===== src/procPkg.sv =====
/* Shared types for the 16-bit single-cycle processor
   Opcodes outside opcodeT are illegal and trap on err
   Memory sizes here are defaults only; proc passes the real values down */
package procPkg;

   parameter int IMEM_WORDS_DEF = 256;
   parameter int DMEM_WORDS_DEF = 256;

   typedef enum logic [4:0] {
      OP_HALT = 5'b00000,
      OP_J    = 5'b00100,
      OP_ADDI = 5'b01000,
      OP_BEQZ = 5'b01100,
      OP_BNEZ = 5'b01101,
      OP_ST   = 5'b10000,
      OP_LD   = 5'b10001,
      OP_LI   = 5'b11000,
      OP_RALU = 5'b11011,   // ADD, SUB, XOR, AND by func
      OP_SEQ  = 5'b11100,
      OP_SLT  = 5'b11101
   } opcodeT;

   // R-format function field
   typedef enum logic [1:0] {
      FN_ADD = 2'b00,
      FN_SUB = 2'b01,   // rs - rt
      FN_XOR = 2'b10,
      FN_AND = 2'b11
   } funcT;

   // One instruction word, four ways to read it
   typedef union packed {
      struct packed {
         opcodeT     opcode;
         logic [2:0] rs;
         logic [2:0] rt;
         logic [2:0] rd;
         funcT       func;
      } rFmt;
      struct packed {
         opcodeT     opcode;
         logic [2:0] rs;
         logic [2:0] rd;    // Store data source for ST
         logic [4:0] imm;
      } iFmt;
      struct packed {
         opcodeT     opcode;
         logic [2:0] rs;    // LI destination, branch test register
         logic [7:0] imm;
      } bFmt;
      struct packed {
         opcodeT      opcode;
         logic [10:0] imm;
      } jFmt;
   } instrT;

   typedef enum logic [2:0] {ALU_ADD, ALU_SUB, ALU_AND, ALU_XOR, ALU_PASSB} aluOpT;
   typedef enum logic [1:0] {WB_ALU, WB_MEM, WB_IMM, WB_SET} wbSrcT;
   typedef enum logic [1:0] {SET_NONE, SET_EQ, SET_LT} setKindT;

   typedef struct packed {
      aluOpT      aluOp;
      logic       useImm;       // Operand B from immediate
      logic       memEn;
      logic       memWr;
      logic       branchZero;
      logic       branchNonZero;
      logic       jump;
      setKindT    setKind;
      wbSrcT      wbSrc;
      logic       regWr;
      logic [2:0] wrReg;
      logic       halt;         // HALT or illegal opcode
   } ctrlT;

   typedef struct packed {
      logic [15:0] rdData1;
      logic [15:0] rdData2;
      logic [15:0] imm;         // Sign-extended for the format
   } operandsT;

   typedef struct packed {
      logic        strobe;
      logic [15:0] addr;        // Word address
      instrT       word;
   } progWrT;

   typedef struct packed {
      logic        strobe;
      logic [15:0] pc;
      logic [2:0]  regNum;
      logic [15:0] data;
   } regWbT;

endpackage


===== src/fetch.sv =====
/* Instruction memory has no reset; load it with progWr while rstN is low
   IMEM_WORDS must be a power of two, pc bit 0 is not used for addressing
   Once halted, pc holds until the next reset */
module fetch import procPkg::*; #(
   parameter int IMEM_WORDS = IMEM_WORDS_DEF
) (
   input  logic        clk,
   input  logic        rstN,
   input  progWrT      progWr,
   input  logic [15:0] nextPc,
   input  logic        haltReq,
   output instrT       instr,
   output logic [15:0] pc,
   output logic [15:0] pcPlusTwo,
   output logic        halted
);

   localparam int AW = $clog2(IMEM_WORDS);

   instrT imem [IMEM_WORDS];

   // Program load port
   always_ff @(posedge clk) begin
      if (progWr.strobe) begin
         imem[progWr.addr[AW-1:0]] <= progWr.word;
      end
   end

   assign instr     = imem[pc[AW:1]];   // Word address wraps at IMEM_WORDS
   assign pcPlusTwo = pc + 16'd2;

   always_ff @(posedge clk or negedge rstN) begin
      if (!rstN) begin
         pc     <= '0;
         halted <= 1'b0;
      end else begin
         if (!halted) begin
            pc <= nextPc;
         end
         if (haltReq) begin
            halted <= 1'b1;   // Sticky until reset
         end
      end
   end

endmodule


===== config.mk =====
export PLATFORM = sky130hd
export DESIGN_NAME = fetch
export DESIGN_NICKNAME = d
export VERILOG_FILES = /design/src/procPkg.sv /design/src/fetch.sv
export SDC_FILE = /design/constraint.sdc
export NUM_CORES = 2
export LEC_CHECK = 0
export BUFFER_PORTS_ARGS = -buffer_cell sky130_fd_sc_hd__clkbuf_2
export CORE_ASPECT_RATIO = 0.75
export CORE_MARGIN = 3
export CORE_UTILIZATION = 35
export DETAILED_ROUTE_END_ITERATION = 12
export PLACE_DENSITY = 0.55
export SKIP_LAST_GASP = 1
export SLEW_MARGIN = 20
export SYNTH_ARGS = -nofsm -noshare
export SYNTH_HDL_FRONTEND = slang
export SYNTH_SLANG_ARGS = --single-unit

===== constraint.sdc =====
create_clock -name clk -period 3.2 [get_ports clk]
set_input_delay 0 -clock clk [delete_from_list [all_inputs] [get_ports clk]]
set_output_delay 0 -clock clk [all_outputs]
set_load 0.005 [all_outputs]

==> out/qor.csv <==
stage,metric,value,unit
pwr,"IR drop worst, VDD",0.542,mV
yosys,Post-synth EDFFs,4096,
timing,worst-case clock skew,0.0319,ns
timing,fmax,0.226,GHz
detailed_routing,drt pass-1 iters,6,
worst_setup_path,crit path DAT,4.42,ns
placed_design,# port buffers,92,
pwr,total chip power,124,mW
detailed_routing,Residual DRC,0,
yosys,number of synthesized register bits,4113,
placed_design,Detailed Place HPWL,319,mm
timing,final hold violation count,0,
timing,RSZ-0062 raised after global routing,true,
placed_design,placed inst area,176000,µm²
die,core footprint,450000,µm²
status,failing checks,setup timing,
pwr,register share of total power,48.0,%
yosys,async set or reset register ratio after synthesis,0.413,%
finish,share of cells above drive strength 1,36.6,%
yosys,count of unique library cells instantiated by Yosys,66,
timing,Final Max Slew Viols,0,
die,num ports,101,
pwr,Sw Ratio,25.2,%
min_path,HP Class,input port to register,
finish,Filler Cell Count,38500,
finish,FF+latch area,123000,µm²
yosys,most used flip-flop cell after synthesis,edfxtp_1,
pwr,P_sw,31.2,mW
global_route,initial antenna violation count,45,
min_path,Min-Delay Startpoint,progWr[5],
worst_setup_path,Setup crit end kind,output pin,
worst_setup_path,worst-path cell chain,buf_12 -> buf_16 -> buf_12 -> buf_16 -> bufbuf_16 -> clkbuf_16 -> mux4_2 -> o31ai_1 -> a21oi_1 -> buf_4 -> nor3_4 -> o32ai_4 -> clkbuf_2,
yosys,"Seq/Total Area, Yosys",77.7,%
global_route,GRT Overall Usage,21.5,%
pwr,Logic pwr share,14.9,%
die,Die Span Y,589,µm
timing,Slew headroom,11.2,%
finish,area of the multi-input gates,35200,µm²
detailed_routing,Via Count,86000,
worst_setup_path,Worst R2R Path Depth,6,
die,die footprint,462000,µm²
clock_network,Clock Tree Buf Depth,4,
worst_setup_path,slowest cell on the critical path,dfrtp_4,
global_route,pin count of the biggest net entering global routing,118,
worst_setup_path,CP required,3.20,ns
job,maxcap violations,0,
global_route,vias in the first global route,83800,
clock_network,H-tree Lvls,5,
worst_setup_path,flop2flop setup slack,1.35,ns
detailed_routing,Routed Antenna Nets,0,
global_route,global-route wire length before repair,699,mm
worst_setup_path,Crit Path Max Fanout,6,
clock_network,clk root buf,clkbuf_16,
min_path,Hold Crit Depth,2,
timing,PnR worst setup slack,-1.22,ns
timing,Tcrit/Tclk final,138,%
yosys,Syn Inst Count,7342,
worst_setup_path,worst r2r dst,pc[1]$_DFFE_PN0N_,
finish,Final Util,43.1,%
global_route,grt total ovfl,0,
worst_setup_path,CP Class,register to output pin,
die,initial core utilization,35.3,%
yosys,Avg Inst Size Synth,21.6,µm²
detailed_routing,vias per cell,5.66,
clock_network,Clock Pin Slew Worst Setup and Hold Paths,0.06,ns
worst_setup_path,launch point of the worst reg-to-reg path,pc[1]$_DFFE_PN0N_,
status,outcome,"complete, but fails checks",
placed_design,RePlAce Congestion,0.851,
yosys,Post-Syn Area,159000,µm²
worst_setup_path,"slowest stage delay, CP",0.51,ns
detailed_routing,WL final,507,mm
finish,Syn-to-layout area delta,22.4,%
detailed_routing,post-DR wirelength/cell,33.4,µm
clock_network,Clock Latency Late Sink,0.98,ns
worst_setup_path,startpoint types,register,
pwr,leakage,63.0,nW
yosys,Post-Syn Nets,7395,
finish,post-route cell area,194000,µm²
die,Die Width,784,µm
pwr,clock power share,37.1,%
pwr,pwr/cell area,638,nW/µm²
clock_network,TritonCTS buffer count,397,
min_path,end point of the worst hold path,imem[74][5]$_DFFE_PP_,
clock_network,CTS sink count,4113,
detailed_routing,drt initial violations,12000,
pwr,Internal,92.7,mW
clock_network,CTS tree,done,
timing,post-layout minimum cycle time,4.42,ns
timing,Tightest Pin Transition,1.33,ns
yosys,yosys warns,0,
die,row count,213,
finish,fin nets,8851,
timing,# setup viols final,26,
state kept, by name, summed over array words and instances, names as in the netlist:
signal,flops
imem,4096
halted,1
pc,16
layer usage:
layer	global-route usage [%]	vias to the layer above	routed length (µm)
li1	-	34100	-
met1	32.2	46400	212000
met2	31.4	4876	222000
met3	5.15	680	57100
met4	5.91	8	15700
met5	0	-	55
final cells by class:
type	count	share of cell area [%]
antenna	31	0.0399
clock buffer	475	5.31
clock inverter	259	1.14
inverter	8	0.0238
multi-input combinational	2770	18.1
sequential	4113	63.5
tap	6020	3.88
timing repair buffer	1508	7.97
through the flow:
step / TNS, ns / worst slack [ns] / cells / hold slack (ns)
final: -18.53 / -1.22 / 15200 / 0.0561
after global routing: -20.70 / -1.25 / 15200 / 0.0359
after detailed placement: -10.42 / -1.04 / 14200 / 0.165
after global placement: -13.30 / -1.65 / 14200 / 0.165
after floorplan: 0 / 0.801 / 7342 / -0.296
after CTS: -20.11 / -1.18 / 15100 / 0.0215
worst max path at each step:
| stage | start | end | slack (ns) | depth (start not counted) |
|---|---|---|---|---|
| 2_1_floorplan | pc[1]$_DFFE_PN0N_ | instr[13] | 0.80 | 9 |
| 5_1_grt | pc[1]$_DFFE_PN0N_ | instr[1] | -1.25 | 13 |
| 3_3_place_gp | pc[1]$_DFFE_PN0N_ | instr[10] | -1.65 | 10 |
| 6_report | pc[1]$_DFFE_PN0N_ | instr[1] | -1.22 | 13 |
| 3_5_place_dp | pc[1]$_DFFE_PN0N_ | instr[7] | -1.04 | 11 |
| 4_1_cts | pc[1]$_DFFE_PN0N_ | instr[2] | -1.18 | 12 |
power by group through the flow:
stage	registers [mW]	logic (mW)	clock network [mW]
2_1_floorplan	60.6	7.19	0
3_3_place_gp	60.6	15.7	0
3_5_place_dp	60.6	15.8	0
4_1_cts	59.4	18.0	46.7
5_1_grt	59.4	19.1	48.9
6_report	59.5	18.5	46.0
Yosys cell counts (all sizes together) (7+ instances only):
library cell | instances | share of area, %
a311oi | 7 | 0.039
clkbuf | 204 | 0.48
mux2i | 391 | 2.5
nor3 | 25 | 0.079
a21oi | 91 | 0.29
a221oi | 126 | 0.70
a22oi | 32 | 0.15
nand2b | 11 | 0.043
o22ai | 123 | 0.48
nand2 | 140 | 0.33
and2 | 9 | 0.035
o31ai | 52 | 0.25
mux4 | 861 | 12
nor4 | 14 | 0.055
nor2b | 23 | 0.091
edfxtp | 4096 | 77
a211oi | 55 | 0.26
a211o | 12 | 0.066
a221o | 45 | 0.28
xnor2 | 9 | 0.050
a22o | 39 | 0.22
o211ai | 16 | 0.076
mux2 | 56 | 0.40
or2 | 10 | 0.039
nand3 | 44 | 0.14
buf | 248 | 1.3
a31oi | 10 | 0.039
dfrtp | 17 | 0.27
and3 | 17 | 0.067
o32ai | 9 | 0.050
a2111oi | 13 | 0.076
nand4 | 18 | 0.071
nor2 | 344 | 0.81
o21ai | 119 | 0.38
inv | 7 | 0.017
worst max-delay path: cells and delay by family, from the launching register on:
kind            cells  cell delay (ns)
compound gates      3             0.59
mux                 1             0.42
buf+inv             8             1.39
flops               1             0.51
simple gates        1             0.49
kinds of logic after synthesis:
group	share of synthesized area (%)
AOI/OAI and AO/OA	3.54
xor gates and xnor gates	0.0717
adders and majority gates	0.00788
buffers and inverters	1.76
DFF	77.7
muxes	15.1
and+or+nand+nor	1.83
repair_timing:
item                                   in CTS  in global routing
setup endpoints to repair                  28                 26
gates resized for setup                   482                147
gates cloned                               31                  4
setup buffers                             106                 48
endpoints found under the hold margin    4752                  0
pin swaps                                  77                 65
hold buffers                               68                  0
placed cells by master (no fill, tap or decap), drive strengths merged, types with 55 or more instances in the layout:
master,synthesis,layout
a221oi,126,126
edfxtp,4096,4096
mux2i,391,391
dlygate4sd3,0,67
clkinv,1,206
o22ai,123,123
buf,248,1357
a211oi,55,55
nor2,344,344
nand2,140,140
mux2,56,56
a21oi,91,91
clkbuf,204,544
o21ai,119,119
mux4,861,861
Power figures use the tool's default switching activity.
