[src/procPkg.sv]
/* Shared types for the 16-bit single-cycle processor
   Opcodes outside opcodeT are illegal and trap on err
   Memory sizes here are defaults only; proc passes the real values down */
package procPkg;

   parameter int IMEM_WORDS_DEF = 256;
   parameter int DMEM_WORDS_DEF = 256;

   typedef enum logic [4:0] {
      OP_HALT = 5'b00000,
      OP_J    = 5'b00100,
      OP_ADDI = 5'b01000,
      OP_BEQZ = 5'b01100,
      OP_BNEZ = 5'b01101,
      OP_ST   = 5'b10000,
      OP_LD   = 5'b10001,
      OP_LI   = 5'b11000,
      OP_RALU = 5'b11011,   // ADD, SUB, XOR, AND by func
      OP_SEQ  = 5'b11100,
      OP_SLT  = 5'b11101
   } opcodeT;

   // R-format function field
   typedef enum logic [1:0] {
      FN_ADD = 2'b00,
      FN_SUB = 2'b01,   // rs - rt
      FN_XOR = 2'b10,
      FN_AND = 2'b11
   } funcT;

   // One instruction word, four ways to read it
   typedef union packed {
      struct packed {
         opcodeT     opcode;
         logic [2:0] rs;
         logic [2:0] rt;
         logic [2:0] rd;
         funcT       func;
      } rFmt;
      struct packed {
         opcodeT     opcode;
         logic [2:0] rs;
         logic [2:0] rd;    // Store data source for ST
         logic [4:0] imm;
      } iFmt;
      struct packed {
         opcodeT     opcode;
         logic [2:0] rs;    // LI destination, branch test register
         logic [7:0] imm;
      } bFmt;
      struct packed {
         opcodeT      opcode;
         logic [10:0] imm;
      } jFmt;
   } instrT;

   typedef enum logic [2:0] {ALU_ADD, ALU_SUB, ALU_AND, ALU_XOR, ALU_PASSB} aluOpT;
   typedef enum logic [1:0] {WB_ALU, WB_MEM, WB_IMM, WB_SET} wbSrcT;
   typedef enum logic [1:0] {SET_NONE, SET_EQ, SET_LT} setKindT;

   typedef struct packed {
      aluOpT      aluOp;
      logic       useImm;       // Operand B from immediate
      logic       memEn;
      logic       memWr;
      logic       branchZero;
      logic       branchNonZero;
      logic       jump;
      setKindT    setKind;
      wbSrcT      wbSrc;
      logic       regWr;
      logic [2:0] wrReg;
      logic       halt;         // HALT or illegal opcode
   } ctrlT;

   typedef struct packed {
      logic [15:0] rdData1;
      logic [15:0] rdData2;
      logic [15:0] imm;         // Sign-extended for the format
   } operandsT;

   typedef struct packed {
      logic        strobe;
      logic [15:0] addr;        // Word address
      instrT       word;
   } progWrT;

   typedef struct packed {
      logic        strobe;
      logic [15:0] pc;
      logic [2:0]  regNum;
      logic [15:0] data;
   } regWbT;

endpackage

[src/decode.sv]
/* Control decode for the subset; any other opcode sets err and halts
   err stays high until reset
   Register writes and stores are blocked in reset and once halted */
module decode import procPkg::*; (
   input  logic     clk,
   input  logic     rstN,
   input  instrT    instr,
   input  regWbT    wb,
   input  logic     halted,
   output ctrlT     ctrl,
   output operandsT operands,
   output logic     haltReq,
   output logic     err
);

   logic        illegal;
   logic [15:0] imm;

   regFile regs (
      .clk    (clk),
      .rdAddr1(instr.rFmt.rs),
      .rdAddr2(instr.rFmt.rt),   // Same bits as iFmt rd, the ST data
      .rdData1(operands.rdData1),
      .rdData2(operands.rdData2),
      .wb     (wb)
   );

   always_comb begin
      ctrl       = '0;
      ctrl.aluOp = ALU_PASSB;
      ctrl.wbSrc = WB_ALU;
      illegal    = 1'b0;
      imm        = {{11{instr.iFmt.imm[4]}}, instr.iFmt.imm};

      case (instr.rFmt.opcode)
         OP_RALU: begin
            ctrl.regWr = 1'b1;
            ctrl.wrReg = instr.rFmt.rd;
            case (instr.rFmt.func)
               FN_ADD:  ctrl.aluOp = ALU_ADD;
               FN_SUB:  ctrl.aluOp = ALU_SUB;
               FN_XOR:  ctrl.aluOp = ALU_XOR;
               default: ctrl.aluOp = ALU_AND;
            endcase
         end
         OP_SEQ, OP_SLT: begin
            ctrl.setKind = (instr.rFmt.opcode == OP_SEQ) ? SET_EQ : SET_LT;
            ctrl.wbSrc   = WB_SET;
            ctrl.regWr   = 1'b1;
            ctrl.wrReg   = instr.rFmt.rd;
         end
         OP_ADDI, OP_LD: begin
            ctrl.aluOp  = ALU_ADD;   // rs + imm
            ctrl.useImm = 1'b1;
            ctrl.regWr  = 1'b1;
            ctrl.wrReg  = instr.iFmt.rd;
            if (instr.iFmt.opcode == OP_LD) begin
               ctrl.memEn = 1'b1;
               ctrl.wbSrc = WB_MEM;
            end
         end
         OP_ST: begin
            ctrl.aluOp  = ALU_ADD;
            ctrl.useImm = 1'b1;
            ctrl.memEn  = 1'b1;
            ctrl.memWr  = 1'b1;
         end
         OP_LI: begin
            imm        = {{8{instr.bFmt.imm[7]}}, instr.bFmt.imm};
            ctrl.wbSrc = WB_IMM;
            ctrl.regWr = 1'b1;
            ctrl.wrReg = instr.bFmt.rs;
         end
         OP_BEQZ, OP_BNEZ: begin
            imm                = {{8{instr.bFmt.imm[7]}}, instr.bFmt.imm};
            ctrl.branchZero    = (instr.bFmt.opcode == OP_BEQZ);
            ctrl.branchNonZero = (instr.bFmt.opcode == OP_BNEZ);
         end
         OP_J: begin
            imm       = {{5{instr.jFmt.imm[10]}}, instr.jFmt.imm};
            ctrl.jump = 1'b1;
         end
         OP_HALT: ctrl.halt = 1'b1;
         default: begin
            illegal   = 1'b1;
            ctrl.halt = 1'b1;   // Trap, pc holds here
         end
      endcase

      if (halted || !rstN) begin
         ctrl.regWr = 1'b0;   // No writeback strobe in reset
         ctrl.memWr = 1'b0;
      end
   end

   assign operands.imm = imm;
   assign haltReq      = ctrl.halt;

   always_ff @(posedge clk or negedge rstN) begin
      if (!rstN) begin
         err <= 1'b0;
      end else if (illegal && !halted) begin
         err <= 1'b1;
      end
   end

endmodule

[src/regFile.sv]
/* Eight general registers, r0 is not hardwired
   No reset, contents are unknown until written
   Reads are combinational and return the old value during a write cycle */
module regFile import procPkg::*; (
   input  logic        clk,
   input  logic [2:0]  rdAddr1,
   input  logic [2:0]  rdAddr2,
   output logic [15:0] rdData1,
   output logic [15:0] rdData2,
   input  regWbT       wb
);

   logic [15:0] regs [8];

   // Write at the edge that ends the instruction
   always_ff @(posedge clk) begin
      if (wb.strobe) begin
         regs[wb.regNum] <= wb.data;
      end
   end

   assign rdData1 = regs[rdAddr1];
   assign rdData2 = regs[rdAddr2];

endmodule

[config.mk]
export PLATFORM = sky130hd
export DESIGN_NAME = decode
export DESIGN_NICKNAME = d
export VERILOG_FILES = /design/src/procPkg.sv /design/src/decode.sv /design/src/regFile.sv
export SDC_FILE = /design/constraint.sdc
export NUM_CORES = 1
export LEC_CHECK = 0
export BUFFER_PORTS_ARGS = -buffer_cell sky130_fd_sc_hd__buf_4
export CAP_MARGIN = 20
export CORE_UTILIZATION = 55
export CTS_CLUSTER_SIZE = 25
export DETAILED_ROUTE_END_ITERATION = 12
export PLACE_DENSITY = 0.87
export SYNTH_ARGS = -nofsm -noshare
export SYNTH_HDL_FRONTEND = slang
export SYNTH_SLANG_ARGS = --single-unit
[constraint.sdc]
create_clock -name clk -period 1.9 [get_ports clk]
set_clock_uncertainty 0.2 [all_clocks]
set_input_delay 0.285 -clock clk [delete_from_list [all_inputs] [get_ports clk]]
set_output_delay 0.285 -clock clk [all_outputs]
set_load 0.05 [all_outputs]
==> results.py <==
metrics = {
    "critical_path": {
        "worstReg2RegStart": "err$_DFFE_PN0P_",
        "crit_cells": 3,
        "slowest_stage": "mux4_2",
        "cp.arrival_ns": 1.89,
        "cp-start-kind": "flop",
        "critPathTopFamily": "multiplexers",
        "critical_path.cell_chain": "mux4_2 -> mux2_4 -> buf_6",
        "worstSetupEndpointType": "primary output",
        "worstPathRequired_ns": 1.41,
        "worst-path-buf-inv": 1,
        "slowest_delay_ns": 0.53,
        "critPathKind": "flop to primary output",
        "worstRegToRegCells": 1,
        "r2r_slack_ns": 1.05,
        "path_max_fanout": 2,
        "reg2reg_to": "err$_DFFE_PN0P_",
        "setup.worst_path.start": "regs.regs[0][14]$_DFFE_PP_",
    },
    "clocking": {
        "cts_made_buffers": 17,
        "clock_latency_ns": 0.41,
        "clk_pin_slew_ns": 0.05,
        "htreeDepth": 4,
        "cts.path.max_buffers": 2,
        "cts_root_buffer": "clkbuf_16",
        "cts_sinks": 129,
        "cts_tree": "built",
    },
    "cells_and_area": {
        "mostFrequentLayoutCells": "edfxtp_1, buf_4, mux4_2",
        "num-nets-final": 605,
        "diodes": 0,
        "layout-drive-gt1-share": 0.629,
        "final_cell_area_um2": 9230,
        "final_common_cell": "edfxtp_1",
        "area_growth_pct": 41.7,
    },
    "die": {
        "die_y_um": 111,
        "initial_core_util": 0.568,
        "core-area_um2": 11500,
        "row_count": 39,
        "io_pins": 123,
        "die_x_um": 111,
        "die_area_um2": 12300,
    },
    "timing": {
        "period_share": 1.25,
        "rsz0062_at_grt": "yes",
        "timing.final.hold_violations": 0,
        "final-setup-viol-count": 42,
        "fin_tns_setup_ns": -10.29,
        "fin_ws_ns": -0.472,
        "worst_pin_slew_ns": 0.464,
        "holdWs_ns": 0.220,
        "fmax_mhz": 422,
        "maxSlewHeadroom": 0.689,
        "period_minus_slack_ns": 2.37,
        "slew_viol_final": 0,
    },
    "detailed_routing": {
        "drcViolationCount": 0,
        "drt_iter0_markers": 437,
        "drt-pass1-iter-count": 5,
        "avgViaCountPerCell": 6.33,
        "wire_per_inst_um": 25.4,
        "routed_wl_mm": 17.8,
        "final_antenna_net_count": 0,
        "via_count": 4450,
    },
    "hold_path": {
        "min_path_type": "input port to flop",
        "worstHoldStart": "instr[11]",
        "hold_depth": 5,
        "min_to": "err$_DFFE_PN0P_",
    },
    "power": {
        "ir_drop_uv": 908,
        "p_per_area_nw_per_um2": 843,
        "p_leak_nw": 3.41,
    },
    "global_routing": {
        "antenna_found_initial": 0,
        "grt_pass1_wl_mm": 25.7,
        "gr-usage-met1": 0.341,
        "grtUsageMet2": 0.493,
        "grt_pass1_vias": 4656,
        "grt_use_total": 0.288,
        "grt_use_met3": 0.0760,
        "grt-ovfl-total": 0,
        "top_usage_layer": "met2",
        "grt_max_degree": 22,
    },
    "place": {
        "place_congestion": 0.914,
        "dpl-instance-area_um2": 7980,
        "port_buffers": 106,
        "place_hpwl_mm": 10.2,
        "post-place-ws_ns": -0.242,
    },
    "outcome": {
        "violations": "negative setup slack",
        "status": "finished, violations left",
    },
    "synth": {
        "ys_seq_area_frac": 0.594,
        "synth-seq-cells": 129,
        "yosys_warnings": 0,
        "ys_types": 36,
        "syn_area_um2": 6510,
        "synth_edf_count": 128,
        "syn_area_per_cell_um2": 17.1,
        "synthCells": 381,
        "synth_flop_cell": "edfxtp_1",
        "synth_fp_nets": 438,
        "synth_async_sr_flop_share": 0.00775,
    },
    "flow_run": {
        "cap_violations": 0,
    },
}
==> layer usage <==
| metal | wire length, um | vias up | share of wire |
|---|---|---|---|
| met1 | 6290 | 2279 | 0.35 |
| met5 | 0 | - | 0 |
| met4 | 593 | 0 | 0.033 |
| li1 | - | 1863 | - |
| met2 | 9590 | 267 | 0.54 |
| met3 | 1350 | 41 | 0.076 |
==> final cells by class <==
cell class	instances	area, um^2
inverter	6	22.5
clock buffer	21	440
multi-input combinational	208	2750
clock inverter	10	70.1
fill	544	2240
tap	143	179
sequential	129	3870
timing repair buffer	186	1900
==> metrics by stage <==
step                      std cells  utilization  power, mW
after CTS                       695        0.787       7.73
after detailed placement        638        0.696       4.71
final                           703        0.804       7.77
after global routing            703        0.804       7.96
after floorplan                 381            -       4.29
after global placement          638        0.696       4.67
==> state kept, by name, summed over array words and instances (netlist names) <==
| register | cells |
|---|---|
| regs.regs | 128 |
| err | 1 |
==> report_power, final <==
part           leakage (nW)  internal, mW  switching, mW  total (mW)
logic                  1.99         0.720          0.909        1.63
clock network         0.254          1.75           1.11        2.86
registers              1.17          3.23         0.0500        3.28
total                  3.41          5.71           2.07        7.77
==> cell usage after synthesis (3+ instances only) <==
cell,count,area [um^2]
mux4_2,38,856
inv_1,5,18.8
buf_4,13,97.6
nand2b_1,8,50.1
clkbuf_1,14,52.6
nand2_1,57,214
mux4_1,26,683
nor4_1,3,18.8
a22oi_1,3,22.5
o21ai_0,8,40.0
nor3_1,7,35.0
nor2_1,10,37.5
a21oi_1,9,45.0
buf_6,4,45.0
nor3b_1,3,22.5
buf_2,6,30.0
o31ai_1,3,22.5
mux2_2,17,191
edfxtp_1,128,3840
==> cell families after synthesis <==
group,count (synthesis),share of synthesized area
compound gates,28,0.0267
fa+ha+maj,2,0.00384
buf+inv,44,0.0386
flops,129,0.594
mux,81,0.266
simple gates,97,0.0706
==> what timing repair did <==
action / in CTS / in global routing
gates resized for setup: 88 / 37
buffers inserted: 7 / 8
endpoints found under the hold margin: 130 / 0
pin swaps: 34 / 16
hold buffers: 19 / 0
endpoints found under the setup margin: 48 / 50
==> worst max-delay path by stage <==
stage                         endpoint  slack, ns
after detailed placement  operands[46]      -0.24
final                     operands[46]      -0.47
after floorplan           operands[11]      -0.36
after CTS                 operands[46]      -0.42
after global placement    operands[41]      -0.21
after global routing      operands[46]      -0.48
Power figures use the tool's default switching activity.
