==> config.mk <==
export PLATFORM = sky130hd
export DESIGN_NAME = execution
export DESIGN_NICKNAME = d
export VERILOG_FILES = /design/src/procPkg.sv /design/src/execution.sv
export SDC_FILE = /design/constraint.sdc
export NUM_CORES = 1
export LEC_CHECK = 0
export ABC_AREA = 1
export BUFFER_PORTS_ARGS = -buffer_cell sky130_fd_sc_hd__buf_2
export CAP_MARGIN = 30
export CORE_ASPECT_RATIO = 1.2
export CORE_MARGIN = 1.5
export CORE_UTILIZATION = 55
export DETAILED_ROUTE_END_ITERATION = 10
export PLACE_DENSITY = 0.87
export SLEW_MARGIN = 10
export SYNTH_ARGS = -nofsm -noshare
export SYNTH_HDL_FRONTEND = slang
export SYNTH_SLANG_ARGS = --single-unit
==> constraint.sdc <==
create_clock -name vclk -period 4.61
set_input_delay 0.461 -clock vclk [all_inputs]
set_output_delay 0.461 -clock vclk [all_outputs]
set_load 0.05 [all_outputs]
==> src/procPkg.sv <==
/* Shared types for the 16-bit single-cycle processor
   Opcodes outside opcodeT are illegal and trap on err
   Memory sizes here are defaults only; proc passes the real values down */
package procPkg;

   parameter int IMEM_WORDS_DEF = 256;
   parameter int DMEM_WORDS_DEF = 256;

   typedef enum logic [4:0] {
      OP_HALT = 5'b00000,
      OP_J    = 5'b00100,
      OP_ADDI = 5'b01000,
      OP_BEQZ = 5'b01100,
      OP_BNEZ = 5'b01101,
      OP_ST   = 5'b10000,
      OP_LD   = 5'b10001,
      OP_LI   = 5'b11000,
      OP_RALU = 5'b11011,   // ADD, SUB, XOR, AND by func
      OP_SEQ  = 5'b11100,
      OP_SLT  = 5'b11101
   } opcodeT;

   // R-format function field
   typedef enum logic [1:0] {
      FN_ADD = 2'b00,
      FN_SUB = 2'b01,   // rs - rt
      FN_XOR = 2'b10,
      FN_AND = 2'b11
   } funcT;

   // One instruction word, four ways to read it
   typedef union packed {
      struct packed {
         opcodeT     opcode;
         logic [2:0] rs;
         logic [2:0] rt;
         logic [2:0] rd;
         funcT       func;
      } rFmt;
      struct packed {
         opcodeT     opcode;
         logic [2:0] rs;
         logic [2:0] rd;    // Store data source for ST
         logic [4:0] imm;
      } iFmt;
      struct packed {
         opcodeT     opcode;
         logic [2:0] rs;    // LI destination, branch test register
         logic [7:0] imm;
      } bFmt;
      struct packed {
         opcodeT      opcode;
         logic [10:0] imm;
      } jFmt;
   } instrT;

   typedef enum logic [2:0] {ALU_ADD, ALU_SUB, ALU_AND, ALU_XOR, ALU_PASSB} aluOpT;
   typedef enum logic [1:0] {WB_ALU, WB_MEM, WB_IMM, WB_SET} wbSrcT;
   typedef enum logic [1:0] {SET_NONE, SET_EQ, SET_LT} setKindT;

   typedef struct packed {
      aluOpT      aluOp;
      logic       useImm;       // Operand B from immediate
      logic       memEn;
      logic       memWr;
      logic       branchZero;
      logic       branchNonZero;
      logic       jump;
      setKindT    setKind;
      wbSrcT      wbSrc;
      logic       regWr;
      logic [2:0] wrReg;
      logic       halt;         // HALT or illegal opcode
   } ctrlT;

   typedef struct packed {
      logic [15:0] rdData1;
      logic [15:0] rdData2;
      logic [15:0] imm;         // Sign-extended for the format
   } operandsT;

   typedef struct packed {
      logic        strobe;
      logic [15:0] addr;        // Word address
      instrT       word;
   } progWrT;

   typedef struct packed {
      logic        strobe;
      logic [15:0] pc;
      logic [2:0]  regNum;
      logic [15:0] data;
   } regWbT;

endpackage

==> src/execution.sv <==
/* ALU, set compare and next-PC logic, all combinational
   Branch and jump targets are relative to pc + 2
   Compares are signed; branches test read data 1 (rs) */
module execution import procPkg::*; (
   input  ctrlT        ctrl,
   input  operandsT    operands,
   input  logic [15:0] pc,
   input  logic [15:0] pcPlusTwo,
   output logic [15:0] aluOut,
   output logic [15:0] setValue,
   output logic [15:0] nextPc
);

   logic [15:0] opA;
   logic [15:0] opB;
   logic        isZero;
   logic        taken;
   logic        setBit;

   assign opA = operands.rdData1;
   assign opB = ctrl.useImm ? operands.imm : operands.rdData2;

   always_comb begin
      case (ctrl.aluOp)
         ALU_ADD: aluOut = opA + opB;   // Also the LD/ST address
         ALU_SUB: aluOut = opA - opB;
         ALU_AND: aluOut = opA & opB;
         ALU_XOR: aluOut = opA ^ opB;
         default: aluOut = opB;
      endcase
   end

   // Set compare always uses both registers, never the immediate
   always_comb begin
      case (ctrl.setKind)
         SET_EQ:  setBit = (operands.rdData1 == operands.rdData2);
         SET_LT:  setBit = ($signed(operands.rdData1) < $signed(operands.rdData2));
         default: setBit = 1'b0;
      endcase
   end

   assign setValue = {15'd0, setBit};

   assign isZero = (opA == 16'd0);

   always_comb begin
      taken = ctrl.jump;
      if (ctrl.branchZero && isZero) begin
         taken = 1'b1;
      end
      if (ctrl.branchNonZero && !isZero) begin
         taken = 1'b1;
      end
   end

   always_comb begin
      if (ctrl.halt) begin
         nextPc = pc;   // Hold on HALT or trap
      end else if (taken) begin
         nextPc = pcPlusTwo + operands.imm;
      end else begin
         nextPc = pcPlusTwo;
      end
   end

endmodule

==> run metrics, run 1 <==
status finished, final reports clean; fin crit period about 4 ns; P&R area growth vs syn 14.1%; Ports approximately 150; crit path buf inv count 3; row cnt 34; Tot Pwr between 700 and 800 uW; largest family of logic cells by synthesized area simple AND/OR/NAND/NOR gates; Vias 5083; setup TNS 0 ns; final-stage net count about 1000; detailed-route wire length 12600 um; drc violations 0; Hold Crit Class in -> out; GRT Total Usage around a third; Mapped Cells around 740; vias in the first global route just under 5000; Core Box Area 0.00732 mm^2; GRT overflow 0; Worst path slowest cell o21ai_0; post-cts sizing count 0; max cap viols 0; fmax about 0.24 GHz; slowest stage delay, CP roughly 0.46 ns; Pwr Density approximately 160 mW/mm^2; Max Slew Vio Count 0; Register Area 0 um^2; Antenna Nets Post-Route 0; gpl congestion around 0.95; # fillers ~750; Min Hold Slack ~1.3 ns; drt pass-1 iters 5; Worst Setup Start Kind input pin; Synth Area in Adders between 20 and 25%; synth warn 0; CP Max Fanout 33; initial antenna violation count 0; complex-gate fraction of the synthesized area between 10% and 20%; Final Cycle Share 88.7%; Worst slew margin roughly three fifths; CP arrival around 3.6 ns; most used cell, CP nand3_1; via/cell ratio roughly 5.4; xor and xnor fraction of the mapped netlist area roughly 5.0%; Post-CTS Hold Buffers 0; crit-path leading delay family simple AND/OR/NAND/NOR gates; Mean Syn Cell Area around 5.7 um^2; cell chain of the critical path buf_2, buf_4, o21ai_1, ha_1, or2_2, xor2_1, ha_1, nand2_1, nand2_1, o21ai_0, o21ai_0, nand3_1, nand3_1, nand3_1, nand3_1, buf_2; layout cells sized above 1 between 20% and 30%; HPWL after DPL approximately 11000 um; Crit Path Class in -> out; Mapped Area 0.00417 mm^2; largest net degree at the start of global routing 34; Post-Synth Simple-Gate Area between 40% and 50%; post-placement cell area around 0.0047 mm^2; Tightest Pin Transition about 0.63 ns; wire per inst ~13 um; initial core utilization a little under three fifths; Pleak between 2 and 3 nW; register area share after synthesis 0%; final hold vios 0; die area 0.00811 mm^2; RSZ-0062 raised after global routing no; Yosys cell types 48; Ant. Diodes 0; First DRT Iteration DRCs roughly 240; clock buf count 0; die width 82.5 um; post-CTS setup buffer count 0; mux contribution to synthesized area 0%; Seq cells 0; I/O Buffers 123; first-pass GRT wire length roughly 21000 um; worst vdd ir ~0.00010 V; final setup vio count 0; die height 98.4 um; Critical Path RT around 4.2 ns; CP endpoint kind output pin; fin area 0.00475 mm^2
==> per-layer routing <==
| layer | global-route usage [%] | up-vias | wire length [um] |
|---|---|---|---|
| met2 | 61.0 | 182 | 6490 |
| li1 | - | 2592 | - |
| met3 | 1.31 | 32 | 607 |
| met1 | 37.2 | 2277 | 5160 |
| met4 | 8.08 | 0 | 361 |
| met5 | 0 | - | 0 |
==> layout make-up <==
cell class | instances | area [um^2] | share of cell area (%)
inverters | 84 | 323 | 6.79
well taps | 90 | 113 | 2.37
repair buffers | 129 | 668 | 14.1
multi-input cells | 634 | 3650 | 76.8
==> cells in the final DEF, fill, tap and decap left out, drive strengths merged <==
cell type and n:
or2 2, a31oi 1, o21a 3, nand2 271, o22ai 1, a221oi 4
xor2 17, nand3 44, fa 2, nand3b 2, a21boi 1, o31ai 1
conb 15, o211ai 7, a22o 1, xnor2 6, buf 129, o21bai 4
o21ai 42, nor4 1, and2 2, inv 84, a21o 5, nor3 6
nand4 3, nor2 79, ha 65, a21oi 36, o221ai 3, o2111ai 1
a22oi 9
==> worst paths after layout <==
check	from	end	slack [ns]	cells past startpoint
max	ctrl[14]	aluOut[14]	0.52	16
min	pc[14]	nextPc[14]	1.30	4
==> synthesized netlist by cell type (all sizes together), types with 2 or more instances <==
library cell    n  area, um^2
a21o            5        37.5
o21a            3        30.0
nor3            6        41.3
o221ai          3        26.3
a221oi          4        35.0
fa              2        40.0
o21bai          4        30.0
o211ai          7        52.6
inv            84         323
nand4           3        18.8
xnor2           6        52.6
o21ai          42         225
nand3b          2        15.0
or2             2        12.5
clkbuf          4        15.0
xor2           17         156
a22oi           9        67.6
and2            2        12.5
a21oi          36         180
nor2           79         319
buf            29         231
ha             65         813
nand2         271        1140
nand3          44         235
==> kinds of logic (layout without fill, tap and decap cells) <==
family / Yosys count / in the layout
fa+ha+maj: 67 / 67
compound gates: 119 / 119
other cells: 1 / 15
xor+xnor: 23 / 23
buf+inv: 117 / 213
simple gates: 410 / 410
==> through the flow <==
stage,utilization [%],cells,setup WS [ns]
floorplan,-,751,0.594
global placement,64.6,934,0.572
detailed placement,64.9,936,0.527
CTS,64.9,936,0.515
global route,65.0,937,0.214
finish,65.0,937,0.522
==> worst min-delay path, cell delays in order <==
cell     delay, ns
buf_2         0.09
nand2_1       0.04
nand2_1       0.04
buf_2         0.20
==> where the power goes <==
part	total, mW	switching, mW	internal (mW)	leakage [nW]
Combinational	0.774	0.534	0.240	2.83
Sequential	0	0	0	0
Clock	0	0	0	0
Total	0.774	0.534	0.240	2.83
Note: power is estimated with default switching activity, not from simulation.
==> inputs of run 2 (changes only) <==
- PLACE_DENSITY: 0.87 -> 0.93
==> run metrics, run 2 (synthesized netlist as in run 1, its figures left out) <==
status finished, final reports clean; Hold Crit Class in -> out; footprint of the multi-input gates 0.00365 mm^2 (unchanged); detailed-route wire length 11600 um (-7.9%); drc violations 0 (unchanged); die height 98.4 um (unchanged); fin crit period 4.10 ns (+0.0111 ns); Register Area 0 um^2 (unchanged); fmax 0.244 GHz (-0.27%); Min Hold Slack 1.30 ns (+0.00162 ns); gpl congestion 0.986 (+3.9%); Pleak 2.82 nW (-0.48%); Ant. Diodes 0 (unchanged); Tot Pwr 761 uW (-1.7%); Worst slew margin 42.7% (-15 points); Antenna Nets Post-Route 0 (unchanged); final hold vios 0 (unchanged); fin area 0.00473 mm^2 (-0.47%); Ports 146 (unchanged); row cnt 34 (unchanged); die width 82.5 um (unchanged); Critical Path RT 4.15 ns (about the same); layout cells sized above 1 20.7% (-0.19 points); CP arrival 3.64 ns (about the same); Tightest Pin Transition 0.857 ns (+0.230 ns); most used cell, CP nand3_1; initial core utilization 57.0% (unchanged); CP Max Fanout 33 (unchanged); setup TNS 0 ns (unchanged); Crit. Startpoint ctrl[14]; drt pass-1 iters 4 (-1); Max Slew Vio Count 0 (unchanged); stages on the worst setup path 16 (unchanged); post-placement cell area 0.00473 mm^2 (-0.32%); GRT overflow 0 (unchanged); P&R area growth vs syn 13.5%; Crit Path Class in -> out; Post-CTS Hold Buffers 0 (unchanged); worst vdd ir 0.000109 V (+5.1%); GRT Total Usage 29.0% (-2.9 points); die area 0.00811 mm^2 (unchanged); CP endpoint kind output pin; Worst Setup Start Kind input pin; Final Cycle Share 88.9% (+0.24 points); Pwr Density 161 mW/mm^2 (-1.2%); vias in the first global route 4559 (-7.8%); post-cts sizing count 0 (unchanged); Vias 5015 (-1.3%); final-stage net count 1012 (-0.20%); slowest stage delay, CP 0.44 ns (-0.02 ns); # fillers 712 (-4.4%); initial antenna violation count 0 (unchanged); First DRT Iteration DRCs 246 (+4.7%); Worst path slowest cell o21ai_0; post-CTS setup buffer count 0 (unchanged); I/O Buffers 123 (unchanged); Seq cells 0 (unchanged); clock buf count 0 (unchanged); wire per inst 12.4 um (-7.7%); via/cell ratio 5.36 (-1.1%); largest net degree at the start of global routing 34 (unchanged); cell chain of the critical path buf_2, buf_4, o21ai_1, ha_1, or2_2, xor2_1, ha_1, nand2_1, nand2_1, o21ai_0, o21ai_0, nand3_1, nand3_1, nand3_1, nand3_1, buf_2; final setup vio count 0 (unchanged); commonest cells after routing, fill and taps aside 243 x nand2_1, 123 x buf_2, 81 x inv_1; CP Capture Point aluOut[14]; first-pass GRT wire length 19100 um (-8.6%); RSZ-0062 raised after global routing no; crit path buf inv count 3 (unchanged); Core Box Area 0.00732 mm^2 (unchanged); leading cell type in the layout, fill and taps excluded nand2_1; crit-path leading delay family simple AND/OR/NAND/NOR gates; HPWL after DPL 10100 um (-7.7%); max cap viols 0 (unchanged)
[run 2: cell types whose count changed in the layout (fill, tap and decap cells not counted), sizes merged]
| cell | change |
|---|---|
| buf | -2 |
[run 2: through the flow]
| step | cells | setup slack [ns] | utilization, % |
|---|---|---|---|
| 5_1_grt | 935 | 0.223 | 64.7 |
| 4_1_cts | 935 | 0.523 | 64.7 |
| 3_3_place_gp | 935 | 0.601 | 64.7 |
| 3_5_place_dp | 935 | 0.528 | 64.7 |
| 6_report | 935 | 0.511 | 64.7 |
| 2_1_floorplan | 751 | 0.594 | - |
[run 2: per-layer routing]
layer | vias to the layer above | track usage, % | wire length (um)
li1 | 2600 | - | -
met5 | - | 0 | 0
met1 | 2224 | 34.3 | 4800
met2 | 168 | 54.5 | 5920
met4 | 0 | 6.52 | 232
met3 | 23 | 2.34 | 659
[run 2: where the power goes]
part	switching, mW	internal, mW	leakage, nW
clock network	0	0	0
registers	0	0	0
logic	0.524	0.238	2.82
total	0.524	0.238	2.82
[run 2: how the worst min path moves through the flow]
stage | from | end | slack (ns) | cells past startpoint
floorplan | ctrl[8] | setValue[0] | 1.22 | 3
finish | pc[14] | nextPc[14] | 1.30 | 4
global route | pc[14] | nextPc[14] | 1.32 | 4
detailed placement | pc[14] | nextPc[14] | 1.31 | 4
CTS | pc[14] | nextPc[14] | 1.31 | 4
global placement | pc[14] | nextPc[14] | 1.30 | 4
[run 2: layout make-up]
| class | count | share of cell area [%] |
|---|---|---|
| inverter | 84 | 6.82 |
| multi-input combinational | 634 | 77.2 |
| tap | 90 | 2.38 |
| timing repair buffer | 127 | 13.6 |
==> inputs of run 3 (changes only) <==
- CORE_UTILIZATION: 55 -> 30
- PLACE_DENSITY: 0.93 -> 0.59
==> run metrics, run 3 (synthesized netlist as in run 1, its figures left out) <==
status finished, final reports clean; GRT overflow 0 (unchanged); crit-path leading delay family simple AND/OR/NAND/NOR gates; stages on the worst setup path 17 (+1); Pleak 2.82 nW (unchanged); Crit. Startpoint ctrl[14]; post-CTS setup buffer count 0 (unchanged); CP Max Fanout 24 (-27%); First DRT Iteration DRCs 142 (-42%); commonest cells after routing, fill and taps aside 243 x nand2_1, 123 x buf_2, 81 x inv_1; fin crit period 4.03 ns (-0.0645 ns); initial antenna violation count 3 (+3); CP endpoint kind output pin; fin area 0.00484 mm^2 (+2.2%); footprint of the multi-input gates 0.00365 mm^2 (unchanged); setup ws final 0.575 ns (+0.0645 ns); Final Cycle Share 87.5% (-1.4 points); final setup vio count 0 (unchanged); Max Slew Vio Count 0 (unchanged); drc violations 0 (unchanged); worst vdd ir 0.0000727 V (-33%); Critical Path RT 4.15 ns (about the same); RSZ-0062 raised after global routing no; initial core utilization 30.4% (-27 points); P&R area growth vs syn 16.0%; via/cell ratio 4.75 (-12%); setup TNS 0 ns (unchanged); first-pass GRT wire length 21200 um (+11%); slowest stage delay, CP 0.38 ns (-0.06 ns); cell chain of the critical path buf_2, inv_8, nand2_1, nand2_1, ha_1, or2_2, xor2_1, ha_1, nand2_1, nand2_1, o21ai_0, o21ai_0, nand3_1, nand3_1, nand3_1, nand3_1, buf_2; leading cell type in the layout, fill and taps excluded nand2_1; Min Hold Slack 1.30 ns (-0.00109 ns); row cnt 47 (+38%); layout cells sized above 1 20.7% (unchanged); post-placement cell area 0.00483 mm^2 (+2.1%); vias in the first global route 4620 (+1.3%); largest net degree at the start of global routing 30 (-12%); fmax 0.248 GHz (+1.6%); Post-CTS Hold Buffers 0 (unchanged); crit path buf inv count 3 (unchanged); gpl congestion 0.886 (-10%); Worst Setup Start Kind input pin; dpl cells 1016 (+8.7%); die area 0.0146 mm^2 (+80%); Register Area 0 um^2 (unchanged); Worst slew margin 37.3% (-5.4 points); pre-CTS setup slack 0.541 ns (+0.0132 ns); Tot Pwr 763 uW (+0.24%); die width 111 um (+34%); I/O Buffers 123 (unchanged); max cap viols 0 (unchanged); Tightest Pin Transition 0.937 ns (+0.0803 ns); wire per inst 12.8 um (+2.7%); post-cts sizing count 0 (unchanged); # fillers 1587 (+120%); Core Box Area 0.0137 mm^2 (+87%); drt pass-1 iters 4 (unchanged); final hold vios 0 (unchanged); Antenna Nets Post-Route 0 (unchanged); clock buf count 0 (unchanged); GRT Total Usage 17.2% (-12 points); final-stage net count 1012 (unchanged); Pwr Density 158 mW/mm^2 (-1.9%); Vias 4827 (-3.7%); Crit Path Class in -> out; Hold Crit Class in -> out; detailed-route wire length 13000 um (+12%); die height 132 um (+34%); Seq cells 0 (unchanged); HPWL after DPL 11600 um (+14%); Worst path slowest cell ha_1; final core utilization 35.3% (-29 points); CP arrival 3.57 ns (-0.07 ns); Non-Filler Instances 1017 (+8.8%); Ports 146 (unchanged); CP Capture Point aluOut[14]
[run 3: worst min-delay path by stage]
| stage | startpoint | endpoint | slack [ns] | depth (start not counted) |
|---|---|---|---|---|
| global placement | pc[14] | nextPc[14] | 1.30 | 4 |
| global route | pc[13] | nextPc[13] | 1.32 | 4 |
| detailed placement | pc[14] | nextPc[14] | 1.30 | 4 |
| finish | pc[14] | nextPc[14] | 1.30 | 4 |
| CTS | pc[14] | nextPc[14] | 1.31 | 4 |
| floorplan | ctrl[8] | setValue[0] | 1.22 | 3 |
[run 3: layout make-up]
| type | count | share of cell area, % |
|---|---|---|
| multi-input combinational | 634 | 75.5 |
| timing repair buffer | 127 | 13.4 |
| inverter | 84 | 6.68 |
| tap | 171 | 4.42 |
| antenna | 1 | 0.0517 |
[run 3: layer usage]
metal  up-vias  GRT usage (%)  wire length, um
met5         -              0               12
met4         2           2.42              153
met3        10           1.61              482
met1      2116           21.1             5800
met2        96           32.8             6530
li1       2603              -                -
[run 3: where the power goes]
part           internal [mW]  switching (mW)  leakage, nW    total (mW)
Sequential                 0               0            0             0
Clock           0.0000000290               0   0.00000634  0.0000000290
Combinational          0.237           0.526         2.82         0.763
Total                  0.237           0.526         2.82         0.763
